===== src/dir_pkg.sv =====
// shared constants and types for the coherence directory segment
// address split, coherence states, command opcodes and row layout
// import with a wildcard inside the module body

package dir_pkg;

  // address layout: tag | set | block offset
  localparam int PADDR_W        = 20;
  localparam int BLOCK_OFFSET_W = 4;
  localparam int SET_W          = 3;
  localparam int SETS           = 8;
  localparam int TAG_W          = PADDR_W - BLOCK_OFFSET_W - SET_W;

  // tracked cache geometry
  localparam int ASSOC = 4;
  localparam int WAY_W = 2;

  // two lce tag sets share one ram row, the row logic relies on this
  localparam int TAG_SETS_PER_ROW = 2;

  // lce id field in a request, wide enough for any supported lce count
  localparam int LCE_ID_W = 8;

  typedef enum logic [1:0] {
    e_coh_invalid   = 2'd0,
    e_coh_shared    = 2'd1,
    e_coh_exclusive = 2'd2,
    e_coh_modified  = 2'd3
  } coh_state_e;

  // rdw and rde are reads, the rest write in one cycle
  typedef enum logic [2:0] {
    e_cmd_rdw = 3'd0,
    e_cmd_rde = 3'd1,
    e_cmd_wde = 3'd2,
    e_cmd_wds = 3'd3,
    e_cmd_clr = 3'd4
  } dir_cmd_e;

  typedef struct packed {
    logic [TAG_W-1:0] tag;
    coh_state_e       state;
  } dir_entry_s;

  // [tag set][way], tag set 0 is the even lce of the row
  typedef dir_entry_s [TAG_SETS_PER_ROW-1:0][ASSOC-1:0] dir_row_t;

  typedef struct packed {
    dir_cmd_e            cmd;
    logic [LCE_ID_W-1:0] lce;
    logic [WAY_W-1:0]    way;
    logic [PADDR_W-1:0]  addr;
    coh_state_e          coh_state;
  } dir_req_s;

  // tag compare result of one lce tag set
  typedef struct packed {
    logic             hit;
    logic [WAY_W-1:0] way;
    coh_state_e       state;
  } dir_hit_s;

endpackage


===== src/dir_ram.sv =====
// single-port directory row ram, synchronous read, bitwise write mask
// one access per cycle: write when w_i is set, else read into data_o

module dir_ram #(
  parameter int num_lce_p = 4,
  localparam int rows_lp = ((num_lce_p + 1) / 2) * dir_pkg::SETS,
  localparam int addr_w_lp = $clog2(rows_lp)
) (
  input  logic                 clk_i,
  input  logic                 v_i,
  input  logic                 w_i,
  input  logic [addr_w_lp-1:0] addr_i,
  input  dir_pkg::dir_row_t    w_mask_i,
  input  dir_pkg::dir_row_t    w_data_i,
  output dir_pkg::dir_row_t    data_o
);

  import dir_pkg::*;

  // row storage, contents cleared by the init walk after reset
  dir_row_t mem [rows_lp];

  always_ff @(posedge clk_i) begin
    if (v_i) begin
      if (w_i) begin
        // only masked bits take the new data
        mem[addr_i] <= (mem[addr_i] & ~w_mask_i) | (w_data_i & w_mask_i);
      end else begin
        data_o <= mem[addr_i];
      end
    end
  end

  // read data holds across write cycles and idle cycles

  // row count is not always a power of two, e.g. odd lce counts
  a_addr_range: assert property (
    @(posedge clk_i) v_i |-> (int'(addr_i) < rows_lp)
  ) else $error("directory ram address %0d out of range", addr_i);

endmodule


===== src/dir_row_counter.sv =====
// up counter used to walk directory rows
// clear beats increment, both take effect at the next edge

module dir_row_counter #(
  parameter int max_p = 8,
  localparam int width_lp = $clog2(max_p + 1)
) (
  input  logic                clk_i,
  input  logic                reset_i,
  input  logic                clear_i,
  input  logic                up_i,
  output logic [width_lp-1:0] count_o
);

  logic [width_lp-1:0] count_r;

  always_ff @(posedge clk_i) begin
    if (reset_i) begin
      count_r <= '0;
    end else if (clear_i) begin
      count_r <= '0;
    end else if (up_i) begin
      count_r <= count_r + 1'b1;
    end
  end

  assign count_o = count_r;

  // the fsm must clear before the walk runs past the last row
  a_count_max: assert property (
    @(posedge clk_i) disable iff (reset_i) int'(count_o) <= max_p
  ) else $error("row counter passed max %0d", max_p);

endmodule


===== src/dir_sharers_gather.sv =====
// tag compare on each ram row and the sharers result registers
// full reads fill two lce slots per row, entry reads fill slot 0
// sharers_v_o rises one cycle after the last row or entry is taken

module dir_sharers_gather #(
  parameter int num_lce_p = 4,
  localparam int lce_w_lp = (num_lce_p > 1) ? $clog2(num_lce_p) : 1
) (
  input  logic                                         clk_i,
  input  logic                                         reset_i,
  input  dir_pkg::dir_row_t                            row_i,
  input  logic [dir_pkg::TAG_SETS_PER_ROW-1:0]         row_v_i,
  input  logic [lce_w_lp-1:0]                          row_base_i,
  input  logic [lce_w_lp-1:0]                          lce_i,
  input  logic [dir_pkg::WAY_W-1:0]                    way_i,
  input  logic [dir_pkg::TAG_W-1:0]                    tag_i,
  input  logic                                         clear_i,
  input  logic                                         entry_sel_i,
  input  logic                                         done_i,
  output logic                                         sharers_v_o,
  output logic [num_lce_p-1:0]                         sharers_hits_o,
  output logic [num_lce_p-1:0][dir_pkg::WAY_W-1:0]     sharers_ways_o,
  output dir_pkg::coh_state_e [num_lce_p-1:0]          sharers_states_o,
  output logic                                         entry_addr_v_o,
  output logic [dir_pkg::PADDR_W-1:0]                  entry_addr_o
);

  import dir_pkg::*;

  dir_hit_s [TAG_SETS_PER_ROW-1:0] cmp;
  dir_entry_s                      sel_entry;
  logic                            sel_hit;

  logic                            fin_r;
  logic                            sharers_v_r;
  logic [num_lce_p-1:0]            hits_r;
  logic [num_lce_p-1:0][WAY_W-1:0] ways_r;
  coh_state_e [num_lce_p-1:0]      states_r;

  // per tag set: lowest valid way with a matching tag
  always_comb begin
    for (int s = 0; s < TAG_SETS_PER_ROW; s++) begin
      cmp[s] = '{hit: 1'b0, way: '0, state: e_coh_invalid};
      // scan downward so the lowest way wins
      for (int w = ASSOC - 1; w >= 0; w--) begin
        if (row_i[s][w].tag == tag_i && row_i[s][w].state != e_coh_invalid) begin
          cmp[s].hit   = 1'b1;
          cmp[s].way   = WAY_W'(w);
          cmp[s].state = row_i[s][w].state;
        end
      end
    end
  end

  // single entry read, tag set picked by the lce parity
  assign sel_entry = row_i[lce_i[0]][way_i];
  assign sel_hit   = (sel_entry.tag == tag_i) && (sel_entry.state != e_coh_invalid);

  assign entry_addr_v_o = entry_sel_i;
  assign entry_addr_o   = {sel_entry.tag, {(PADDR_W - TAG_W){1'b0}}};

  always_ff @(posedge clk_i) begin
    if (clear_i) begin
      for (int j = 0; j < num_lce_p; j++) begin
        hits_r[j]   <= 1'b0;
        ways_r[j]   <= '0;
        states_r[j] <= e_coh_invalid;
      end
    end else if (entry_sel_i) begin
      hits_r[0]   <= sel_hit;
      ways_r[0]   <= way_i;
      states_r[0] <= sel_entry.state;
    end else begin
      // slot j belongs to the row whose base is j rounded down to even
      for (int j = 0; j < num_lce_p; j++) begin
        if (row_v_i[j % 2] && int'(row_base_i) == (j - (j % 2))) begin
          hits_r[j]   <= cmp[j % 2].hit;
          ways_r[j]   <= cmp[j % 2].way;
          states_r[j] <= cmp[j % 2].state;
        end
      end
    end
  end

  // valid lags the last register update by one cycle
  always_ff @(posedge clk_i) begin
    if (reset_i) begin
      fin_r       <= 1'b0;
      sharers_v_r <= 1'b0;
    end else begin
      fin_r <= done_i | entry_sel_i;
      if (clear_i) begin
        sharers_v_r <= 1'b0;
      end else if (fin_r) begin
        sharers_v_r <= 1'b1;
      end
    end
  end

  assign sharers_v_o      = sharers_v_r;
  assign sharers_hits_o   = hits_r;
  assign sharers_ways_o   = ways_r;
  assign sharers_states_o = states_r;

endmodule


===== src/dir_ctrl_fsm.sv =====
// directory control: decodes requests and drives ram, counter and gatherer
// after reset walks every row once to clear it, then serves commands
// writes finish at the accepting edge, reads hold busy_o until done

module dir_ctrl_fsm #(
  parameter int num_lce_p = 4,
  localparam int rows_per_set_lp = (num_lce_p + 1) / 2,
  localparam int rows_lp = rows_per_set_lp * dir_pkg::SETS,
  localparam int row_addr_w_lp = $clog2(rows_lp),
  localparam int cnt_w_lp = $clog2(rows_lp + 1),
  localparam int lce_w_lp = (num_lce_p > 1) ? $clog2(num_lce_p) : 1
) (
  input  logic                                 clk_i,
  input  logic                                 reset_i,
  input  logic                                 req_v_i,
  input  dir_pkg::dir_req_s                    req_i,
  output logic                                 busy_o,
  output logic                                 ram_v_o,
  output logic                                 ram_w_o,
  output logic [row_addr_w_lp-1:0]             ram_addr_o,
  output dir_pkg::dir_row_t                    ram_w_mask_o,
  output dir_pkg::dir_row_t                    ram_w_data_o,
  output logic                                 cnt_clr_o,
  output logic                                 cnt_inc_o,
  input  logic [cnt_w_lp-1:0]                  cnt_i,
  output logic                                 clear_o,
  output logic [dir_pkg::TAG_SETS_PER_ROW-1:0] row_v_o,
  output logic [lce_w_lp-1:0]                  row_base_o,
  output logic                                 entry_sel_o,
  output logic                                 done_o,
  output logic [lce_w_lp-1:0]                  lce_o,
  output logic [dir_pkg::WAY_W-1:0]            way_o,
  output logic [dir_pkg::TAG_W-1:0]            tag_o
);

  import dir_pkg::*;

  typedef enum logic [2:0] {
    e_st_reset, e_st_init, e_st_ready, e_st_read_full, e_st_read_entry
  } fsm_state_e;

  // row stride between the rows of one set
  localparam logic [row_addr_w_lp-1:0] set_step_lp = row_addr_w_lp'(SETS);
  localparam logic [cnt_w_lp-1:0] init_end_lp = cnt_w_lp'(rows_lp);
  localparam logic [cnt_w_lp-1:0] last_row_lp = cnt_w_lp'(rows_per_set_lp - 1);

  fsm_state_e                     state_r, state_n;
  logic [TAG_SETS_PER_ROW-1:0]    row_v_r, row_v_n;
  logic [row_addr_w_lp-1:0]       row_addr_r, row_addr_n;
  logic [lce_w_lp-1:0]            lce_r;
  logic [WAY_W-1:0]               way_r;
  logic [TAG_W-1:0]               tag_r;
  logic                           accept;
  logic [SET_W-1:0]               req_set;
  logic [TAG_W-1:0]               req_tag;
  logic [row_addr_w_lp-1:0]       entry_row;

  // valid tag sets of a row, odd lce counts leave the last row half used
  function automatic logic [1:0] row_mask(input int row);
    row_mask = {((2 * row) + 1) < num_lce_p, 1'b1};
  endfunction

  assign accept    = (state_r == e_st_ready) && req_v_i;
  assign req_set   = req_i.addr[BLOCK_OFFSET_W +: SET_W];
  assign req_tag   = req_i.addr[BLOCK_OFFSET_W + SET_W +: TAG_W];
  // row = (lce / 2) * SETS + set
  assign entry_row = row_addr_w_lp'(req_i.lce[LCE_ID_W-1:1] * SETS + req_set);

  always_comb begin
    state_n      = state_r;
    row_v_n      = '0;
    row_addr_n   = row_addr_r;
    busy_o       = 1'b0;
    ram_v_o      = 1'b0;
    ram_w_o      = 1'b0;
    ram_addr_o   = '0;
    ram_w_mask_o = '0;
    ram_w_data_o = '0;
    cnt_clr_o    = 1'b0;
    cnt_inc_o    = 1'b0;
    clear_o      = 1'b0;
    entry_sel_o  = 1'b0;
    done_o       = 1'b0;
    case (state_r)
      e_st_reset: begin
        cnt_clr_o = 1'b1;
        state_n   = e_st_init;
      end
      e_st_init: begin
        busy_o = 1'b1;
        // one extra cycle after the last row write
        if (cnt_i == init_end_lp) begin
          cnt_clr_o = 1'b1;
          state_n   = e_st_ready;
        end else begin
          ram_v_o      = 1'b1;
          ram_w_o      = 1'b1;
          ram_addr_o   = row_addr_w_lp'(cnt_i);
          ram_w_mask_o = '1;
          cnt_inc_o    = 1'b1;
        end
      end
      e_st_ready: begin
        if (req_v_i) begin
          // any accepted request drops the old sharers result
          clear_o = 1'b1;
          case (req_i.cmd)
            e_cmd_rdw: begin
              ram_v_o    = 1'b1;
              ram_addr_o = row_addr_w_lp'(req_set);
              row_addr_n = row_addr_w_lp'(req_set) + set_step_lp;
              row_v_n    = row_mask(0);
              cnt_clr_o  = 1'b1;
              state_n    = e_st_read_full;
            end
            e_cmd_rde: begin
              ram_v_o    = 1'b1;
              ram_addr_o = entry_row;
              state_n    = e_st_read_entry;
            end
            e_cmd_wde: begin
              ram_v_o    = 1'b1;
              ram_w_o    = 1'b1;
              ram_addr_o = entry_row;
              ram_w_mask_o[req_i.lce[0]][req_i.way]       = '1;
              ram_w_data_o[req_i.lce[0]][req_i.way].tag   = req_tag;
              ram_w_data_o[req_i.lce[0]][req_i.way].state = req_i.coh_state;
            end
            e_cmd_wds: begin
              ram_v_o    = 1'b1;
              ram_w_o    = 1'b1;
              ram_addr_o = entry_row;
              // state bits only, tag untouched
              ram_w_mask_o[req_i.lce[0]][req_i.way].state = coh_state_e'(2'b11);
              ram_w_data_o[req_i.lce[0]][req_i.way].state = req_i.coh_state;
            end
            e_cmd_clr: begin
              // whole row, so both lces of the pair
              ram_v_o      = 1'b1;
              ram_w_o      = 1'b1;
              ram_addr_o   = entry_row;
              ram_w_mask_o = '1;
            end
            default: begin
              state_n = e_st_ready;
            end
          endcase
        end
      end
      e_st_read_full: begin
        busy_o = 1'b1;
        if (cnt_i == last_row_lp) begin
          done_o    = 1'b1;
          cnt_clr_o = 1'b1;
          state_n   = e_st_ready;
        end else begin
          // fetch the next row of the set while this one is compared
          ram_v_o    = 1'b1;
          ram_addr_o = row_addr_r;
          row_addr_n = row_addr_r + set_step_lp;
          row_v_n    = row_mask(int'(cnt_i) + 1);
          cnt_inc_o  = 1'b1;
        end
      end
      e_st_read_entry: begin
        busy_o      = 1'b1;
        entry_sel_o = 1'b1;
        state_n     = e_st_ready;
      end
      default: begin
        state_n = e_st_reset;
      end
    endcase
  end

  always_ff @(posedge clk_i) begin
    if (reset_i) begin
      state_r <= e_st_reset;
      row_v_r <= '0;
    end else begin
      state_r <= state_n;
      row_v_r <= row_v_n;
    end
  end

  // request fields held for the compare in the gatherer
  always_ff @(posedge clk_i) begin
    row_addr_r <= row_addr_n;
    if (accept) begin
      lce_r <= lce_w_lp'(req_i.lce);
      way_r <= req_i.way;
      tag_r <= req_tag;
    end
  end

  assign row_v_o    = row_v_r;
  assign row_base_o = lce_w_lp'({cnt_i, 1'b0});
  assign lce_o      = lce_r;
  assign way_o      = way_r;
  assign tag_o      = tag_r;

  a_no_req_busy: assert property (
    @(posedge clk_i) disable iff (reset_i) busy_o |-> !req_v_i
  ) else $error("request raised while directory busy");

  a_lce_range: assert property (
    @(posedge clk_i) disable iff (reset_i) accept |-> (int'(req_i.lce) < num_lce_p)
  ) else $error("request lce %0d out of range", req_i.lce);

endmodule


===== src/dir_segment.sv =====
// directory segment top: fsm, row counter, row ram and sharers gatherer
// callers issue one request strobe at a time while busy_o is low

module dir_segment #(
  parameter int num_lce_p = 4,
  localparam int rows_lp = ((num_lce_p + 1) / 2) * dir_pkg::SETS,
  localparam int row_addr_w_lp = $clog2(rows_lp),
  localparam int cnt_w_lp = $clog2(rows_lp + 1),
  localparam int lce_w_lp = (num_lce_p > 1) ? $clog2(num_lce_p) : 1
) (
  input  logic                                     clk_i,
  input  logic                                     reset_i,
  input  logic                                     req_v_i,
  input  dir_pkg::dir_req_s                        req_i,
  output logic                                     busy_o,
  output logic                                     sharers_v_o,
  output logic [num_lce_p-1:0]                     sharers_hits_o,
  output logic [num_lce_p-1:0][dir_pkg::WAY_W-1:0] sharers_ways_o,
  output dir_pkg::coh_state_e [num_lce_p-1:0]      sharers_states_o,
  output logic                                     entry_addr_v_o,
  output logic [dir_pkg::PADDR_W-1:0]              entry_addr_o
);

  import dir_pkg::*;

  // ram side
  logic                        ram_v, ram_w;
  logic [row_addr_w_lp-1:0]    ram_addr;
  dir_row_t                    ram_w_mask, ram_w_data, ram_row;

  // row counter
  logic                        cnt_clr, cnt_inc;
  logic [cnt_w_lp-1:0]         cnt;

  // gatherer controls
  logic                        clear_sharers, entry_sel, done;
  logic [TAG_SETS_PER_ROW-1:0] row_v;
  logic [lce_w_lp-1:0]         row_base, lce;
  logic [WAY_W-1:0]            way;
  logic [TAG_W-1:0]            tag;

  dir_ctrl_fsm #(.num_lce_p(num_lce_p)) fsm_i (
    .clk_i, .reset_i, .req_v_i, .req_i, .busy_o,
    .ram_v_o(ram_v), .ram_w_o(ram_w), .ram_addr_o(ram_addr),
    .ram_w_mask_o(ram_w_mask), .ram_w_data_o(ram_w_data),
    .cnt_clr_o(cnt_clr), .cnt_inc_o(cnt_inc), .cnt_i(cnt),
    .clear_o(clear_sharers), .row_v_o(row_v), .row_base_o(row_base),
    .entry_sel_o(entry_sel), .done_o(done),
    .lce_o(lce), .way_o(way), .tag_o(tag)
  );

  dir_row_counter #(.max_p(rows_lp)) counter_i (
    .clk_i, .reset_i, .clear_i(cnt_clr), .up_i(cnt_inc), .count_o(cnt)
  );

  dir_ram #(.num_lce_p(num_lce_p)) ram_i (
    .clk_i, .v_i(ram_v), .w_i(ram_w), .addr_i(ram_addr),
    .w_mask_i(ram_w_mask), .w_data_i(ram_w_data), .data_o(ram_row)
  );

  dir_sharers_gather #(.num_lce_p(num_lce_p)) gather_i (
    .clk_i, .reset_i, .row_i(ram_row), .row_v_i(row_v), .row_base_i(row_base),
    .lce_i(lce), .way_i(way), .tag_i(tag),
    .clear_i(clear_sharers), .entry_sel_i(entry_sel), .done_i(done),
    .sharers_v_o, .sharers_hits_o, .sharers_ways_o, .sharers_states_o,
    .entry_addr_v_o, .entry_addr_o
  );

endmodule


===== config.mk =====
export PLATFORM = sky130hd
export DESIGN_NAME = dir_segment
export DESIGN_NICKNAME = d
export VERILOG_FILES = /design/src/dir_pkg.sv /design/src/dir_ram.sv /design/src/dir_row_counter.sv /design/src/dir_sharers_gather.sv /design/src/dir_ctrl_fsm.sv /design/src/dir_segment.sv
export SDC_FILE = /design/constraint.sdc
export NUM_CORES = 2
export LEC_CHECK = 0
export ABC_AREA = 1
export BUFFER_PORTS_ARGS = -buffer_cell sky130_fd_sc_hd__buf_2
export CELL_PAD_IN_SITES_DETAIL_PLACEMENT = 0
export CELL_PAD_IN_SITES_GLOBAL_PLACEMENT = 1
export CORE_ASPECT_RATIO = 1.1
export CORE_MARGIN = 10
export CORE_UTILIZATION = 35
export CTS_BUF_LIST = sky130_fd_sc_hd__clkbuf_8
export DETAILED_ROUTE_END_ITERATION = 10
export PLACE_DENSITY = 0.58
export SYNTH_ARGS = -nofsm -noshare
export SYNTH_HDL_FRONTEND = slang
export SYNTH_HIERARCHICAL = 1
export SYNTH_SLANG_ARGS = --single-unit
export TNS_END_PERCENT = 5

===== constraint.sdc =====
create_clock -name clk_i -period 20.7 [get_ports clk_i]
set_input_delay 2.07 -clock clk_i [delete_from_list [all_inputs] [get_ports clk_i]]
set_output_delay 2.07 -clock clk_i [all_outputs]
set_load 0.01 [all_outputs]

# Yosys cells after proc, flatten, opt, wreduce, memory -nomap -nowiden
# Memories as Yosys holds them, arrays and structs flattened.
# Index checks and enable logic that the tools add are counted.
[totals]
reg_bits = 172
latch_bits = 0
mem_bits_rw = 1920
mem_bits_ro = 0
in_bits = 38
output_inout_bits = 43
wordCells = 205
memories = 1
[op_classes]
n_addsub = 6
mul = 0
div = 0
order_cmp = 7
eq_ne = 25
n_shift = 0
mux = 78
bitwise = 9
n_reduce_logical = 42
[memory_table]
columns = ["memory", "words", "word_bits", "read_ports", "rd_clocked_by_memory_dff", "write_ports", "line_no", "text"]
rows = [
  ["ram_i.mem", 16, 120, 1, 0, 1, "dir_ram.sv:21", "dir_row_t mem [rows_lp];"],
]
[op_table]
columns = ["cell", "count"]
rows = [
  ["bitwise AND 120 bit", 4],
  ["two-way mux 120 bit", 4],
  ["case mux 120 bit (2 select lines)", 2],
  ["case mux 120 bit (3 select lines)", 1],
  ["two-way mux 60 bit", 5],
  ["demux 60 bit (select 1 bit)", 3],
  ["bitwise mux 120 bit", 1],
  ["NOT 120 bit", 1],
  ["bitwise OR 120 bit", 1],
  ["== test 13 bit", 9],
  ["demux 15 bit (select 2 bit)", 3],
  ["two-way mux 15 bit", 3],
  ["two-way mux 5 bit", 8],
  ["adder 32 x 2 -> 32 bit (second input constant)", 1],
  ["< comparator 32 x 4 -> 1 bit (second input constant)", 1],
  ["binary-select mux 15 bit (select 2 bit)", 1],
  ["two-way mux 4 bit", 6],
  ["nonzero test 2 bit", 11],
  ["two-way mux 1 bit", 20],
  ["logical AND 1 bit", 16],
  ["two-way mux 2 bit", 8],
  ["case mux 4 bit (2 select lines)", 2],
  ["case mux 3 bit (5 select lines)", 1],
  ["== test 3 x 2 -> 1 bit (second input constant)", 4],
  ["32 further kinds", 51],
]

# Longest topological paths before layout
[depth]
depth_word = 13
ltp_mapped = 22
mapped_depth_nobuf = 18

# Cells and area by module
# Netlist, hierarchy kept.
[modules_own_cells]
columns = ["mod", "instances", "cells_per_inst", "area_each_um2", "seq_area_each_um2"]
rows = [
  ["dir_ram", 1, 8087, 84644.9, 61258.8],
  ["dir_sharers_gather", 1, 961, 4718.3, 440.4],
  ["dir_ctrl_fsm", 1, 460, 3190.6, 730.7],
  ["dir_row_counter", 1, 29, 211.5, 100.1],
]

# Least setup slack after synthesis
# No wires, ideal clock.
[synth_timing]
path_type = "in2reg"
from = "input port req_i[32] (netlist name)"
to = "memory ram_i/mem[10][0] (netlist name), enable pin"
setup_time_ns = 0.601
arrival_time_ns = 8.512
required_time_ns = 20.099
setup_slack_ns = 11.587
cell_stages = 10
n_path_buf = 3
path_cell_list = "nor2_1 nor2_1 nor2_1 nand2_1 o211ai_1 buf_2 clkbuf_1 clkbuf_1 nand3_1 nor2_1"
[synth_via]
word_cells_on_any_way = 20
classes_between = "4 x eq/ne; 12 x mux; 4 x reduce/logical"
[synth_rtl]
columns = ["element", "line_no", "text"]
rows = [
  ["from (decl)", "dir_segment.sv:14", "input dir_pkg::dir_req_s req_i,"],
  ["== test 3 x 1 -> 1 bit, or another cell as far along", "dir_ctrl_fsm.sv:107", "case (req_i.cmd)"],
  ["OR reduction 4 bit (no source line)", "-", ""],
  ["case mux 4 bit (2 select lines) *", "dir_ctrl_fsm.sv:107", ""],
  ["two-way mux 4 bit *", "dir_ctrl_fsm.sv:104", "if (req_v_i) begin"],
  ["case mux 4 bit (3 select lines) *", "dir_ctrl_fsm.sv:84", "case (state_r)"],
  ["net ram_addr[1]", "dir_segment.sv:28", "logic [row_addr_w_lp-1:0] ram_addr;"],
  ["to (decl)", "dir_ram.sv:21", ""],
]
# The timed path passes the listed nets; every way through them passes the cells marked *.

# Worst setup path after layout
[layout_timing]
from = "input port req_v_i"
to = "memory ram_i/mem[8][104] (netlist name) (data pin)"
[layout_via]
elab_chain_cells = 5
word_cells_on_any_way = 11
classes_between = "6 x mux; 4 x bitwise; 1 x memory"
[layout_lines]
columns = ["element", "line_no", "text"]
rows = [
  ["from (decl)", "dir_segment.sv:13", "input logic req_v_i,"],
  ["two-way mux 4 bit", "dir_ctrl_fsm.sv:104", ""],
  ["case mux 4 bit (3 select lines)", "dir_ctrl_fsm.sv:84", ""],
  ["net ram_addr[0]", "dir_segment.sv:28", ""],
  ["memory (16 x 120 bit)", "-", ""],
  ["bitwise AND 120 bit", "dir_ram.sv:27", "mem[addr_i] <= (mem[addr_i] & ~w_mask_i) | (w_data_i & w_mask_i);"],
  ["bitwise OR 120 bit", "dir_ram.sv:27", ""],
]
# The timed path passes the listed nets, and every way through them passes these cells.

==> summary by stage <==
Floorplanning
Once the floorplan was initialized, standard cells occupied 35.1% of the core. The floorplan has 198 rows. The area of the core is ~0.26 mm². In this run the vertical extent of the chip is 560 µm. The die outline area is around 0.29 mm². 81 I/O pins were placed. The die is 511 µm wide.

Layout
The final standard cell count with taps included and fillers excluded is between 10000 and 15000. The fill cell instance count of the final layout is 26300. The total area of sequential cells is roughly 0.062 mm². The area of combinational cells with multiple inputs is approximately 0.026 mm².

In the final layout, the share of cells above drive strength 1 is about 7.5%. The final cell utilization of the core is between 30% and 40%. The finished cells cover 0.102 mm². The layout-stage area growth over the synthesis result is 10.0%. In the final design database the tool counted ~9600 nets.

Setup path
The capture point of the worst reg-to-reg path is ram_i/mem[8][104]. The register-to-register setup slack is roughly 13000 ps. At the worst endpoint, the required time is 21400 ps. The critical path arrival is 8310 ps. In this run the worst setup path begins at req_v_i.

The worst register-to-register path begins at counter_i/count_o[0]. By startpoint and endpoint, the worst setup path is classified as input pin to register. The timing endpoint of the critical path is ram_i/mem[8][104]. The cell count of the worst reg-to-reg path is 23. The sort of element at the end of the critical path is a register. The kind of launch point of the worst setup path is an input pin. The peak fanout along the critical path is between 100 and 150.

Timing
After routing, the total negative slack on setup checks comes to 0 ps. The worst hold slack across all endpoints is 477 ps. The worst clock skew is about 75 ps.

After layout, the worst setup slack is between 10000 and 15000 ps. The final worst-path cycle share is a little under two fifths. Setup violations remaining at the end of the flow were counted as 0. For this run, the top clock speed supported by timing is between 0.1 and 0.15 GHz.

Setup repair after global routing left no endpoint under its margin. The total count of hold-check failures in the final report is 0. The worst max-slew margin expressed relative to the limit is a little under an eighth. The transition time of the tightest slew-check pin is ~1300 ps. The number of max-slew violations in the final report is 0.

The smallest clock period supported by the final layout is computed as about 7600 ps.

Run status
The flow ran to the end, and the final reports show no timing, DRC or antenna violations.

Routing
In the routed design, unresolved DRC markers number 0. The overall routed net length is around 300000 µm. The post-detailed-route wirelength per cell is approximately 23 µm. For this block, the via count after detailed routing is 64800.

The count of nets left with antenna violations after detail routing is 0. The number of iterations in the first detailed-routing pass is 5. The via density per instance is just under 5. After the first detailed-routing iteration, the DRC count stood at a little over 5000.

Placed design
The HPWL after detailed placement is between 150000 and 200000 µm. The cell area reported after detailed placement is approximately 0.096 mm². In this run the tool buffered the top-level ports with 63 buffer cells. At the end of routability-driven placement, the weighted congestion stood at about 0.93.

Before CTS, the worst setup slack after placement is ~12000 ps. After detailed placement, the design holds a cell count of roughly 13000.

Job
The max-cap violation count is 0.

CTS
In this run the post-CTS setup repair buffer count came out at 0. The number of hold buffers added after cts is 0. The buffer levels on the longest clock path is 4.

TritonCTS built the clock tree. The number of H-tree levels is 5. The sink count of the clock tree is between 2000 and 2500. In this run, CTS created clock tree buffers numbering ~360. The root buffer cell is sky130_fd_sc_hd__clkbuf_8. The clock slew at the register clock pins of the worst setup and hold paths is 60 ps. The post-cts resize count is 0. The later pin in the worst-skew pair is clocked with a latency of roughly 1000 ps.

GRT
The first global-routing pass estimated about 440000 µm of wire. Entering global routing, the biggest net connects ~210 pins. For this run the aggregate overflow at the end of global routing stands at 0. The via count of the first global-routing pass is around 61000. For this run, the total global-route usage over all layers was measured as between 20% and 30%. The number of antenna violations at the first check in global routing is 17.

Synthesis
The synthesized netlist occupies a cell area of ~0.09 mm². The gate count of the mapped netlist is about 9500. For this run, the number of Yosys warnings is 6. Averaged over all synthesized cells, the footprint is roughly 9.7 µm².

Power and ir drop
The peak supply drop is 74.6 µV. The total power divided by cell area is ~140 mW/mm². Total power for the finished layout comes to ~14 mW.

In this run the static leakage power is around 42 nW.

Hold path
The worst hold-check path type is register to register.
-- layer usage --
metal	wire (µm)	global-route usage, %	vias to the layer above
met5	13	0	-
met4	9630	6.60	2
met3	14700	2.76	486
met2	147000	34.9	1709
met1	133000	27.3	31700
li1	-	-	30900
-- critical path: stages --
cell and delay [ps]:
sky130_fd_sc_hd__buf_2 130, sky130_fd_sc_hd__nand2_4 210, sky130_fd_sc_hd__nor2_1 150, sky130_fd_sc_hd__nand2_1 80, sky130_fd_sc_hd__o211ai_1 110, sky130_fd_sc_hd__buf_4 360, sky130_fd_sc_hd__inv_8 480, sky130_fd_sc_hd__buf_4 610
sky130_fd_sc_hd__buf_4 760, sky130_fd_sc_hd__buf_4 740, sky130_fd_sc_hd__buf_12 580, sky130_fd_sc_hd__buf_4 700, sky130_fd_sc_hd__nand2_1 100, sky130_fd_sc_hd__nand2_1 90, sky130_fd_sc_hd__nand2_1 50, sky130_fd_sc_hd__nand2_1 100
sky130_fd_sc_hd__nand2_1 70, sky130_fd_sc_hd__nand2_1 100, sky130_fd_sc_hd__o21ai_1 70, sky130_fd_sc_hd__nand2_1 370
-- layout by cell type (no fill, tap or decap), drive strengths merged, types with 3 or more instances in the layout --
cell type	instances
o21ai	186
nand3b	3
nand3	110
a31oi	3
xnor2	9
clkbuf	362
nand2	5732
diode	11
clkinvlp	5
edfxtp	2060
nor4	7
clkinv	128
nor2	273
inv	455
xor2	7
nor3	14
nand4	153
o211ai	32
or2	6
dfxtp	32
ha	4
buf	177
a21oi	36
conb	8
-- power breakdown --
group	leakage (nW)	internal, mW	switching, mW	total [mW]
registers	19.0	6.06	0.198	6.26
clock network	3.60	1.64	1.70	3.34
logic	19.7	0.872	3.51	4.38
-- sequential cells by signal (all words and copies together) (netlist names), 4 cells and up --
name,count
ram_i/mem,1920
ram_i/data_o,120
fsm_i/tag_o,13
gather_i/sharers_states_o,8
gather_i/sharers_ways_o,8
counter_i/count_o,5
fsm_i/row_addr_r,4
gather_i/sharers_hits_o,4
-- worst min path at each step --
stage	startpoint	endpoint	cells past startpoint
5_1_grt	gather_i/fin_r	gather_i/sharers_v_o	2
6_report	gather_i/fin_r	gather_i/sharers_v_o	2
4_1_cts	gather_i/fin_r	gather_i/sharers_v_o	2
3_3_place_gp	gather_i/fin_r	gather_i/sharers_v_o	2
3_5_place_dp	gather_i/fin_r	gather_i/sharers_v_o	2
2_1_floorplan	gather_i/fin_r	gather_i/sharers_v_o	2
-- area by class of cell --
class / count / area share, %
Sequential cell: 2092 / 61.2
Tap cell: 3500 / 4.29
Multi-Input combinational cell: 6587 / 25.9
Antenna cell: 11 / 0.0270
Clock buffer: 362 / 4.88
Timing Repair Buffer: 177 / 1.31
Clock inverter: 265 / 1.15
Inverter: 324 / 1.22
Note: power is estimated with default switching activity, not from simulation.
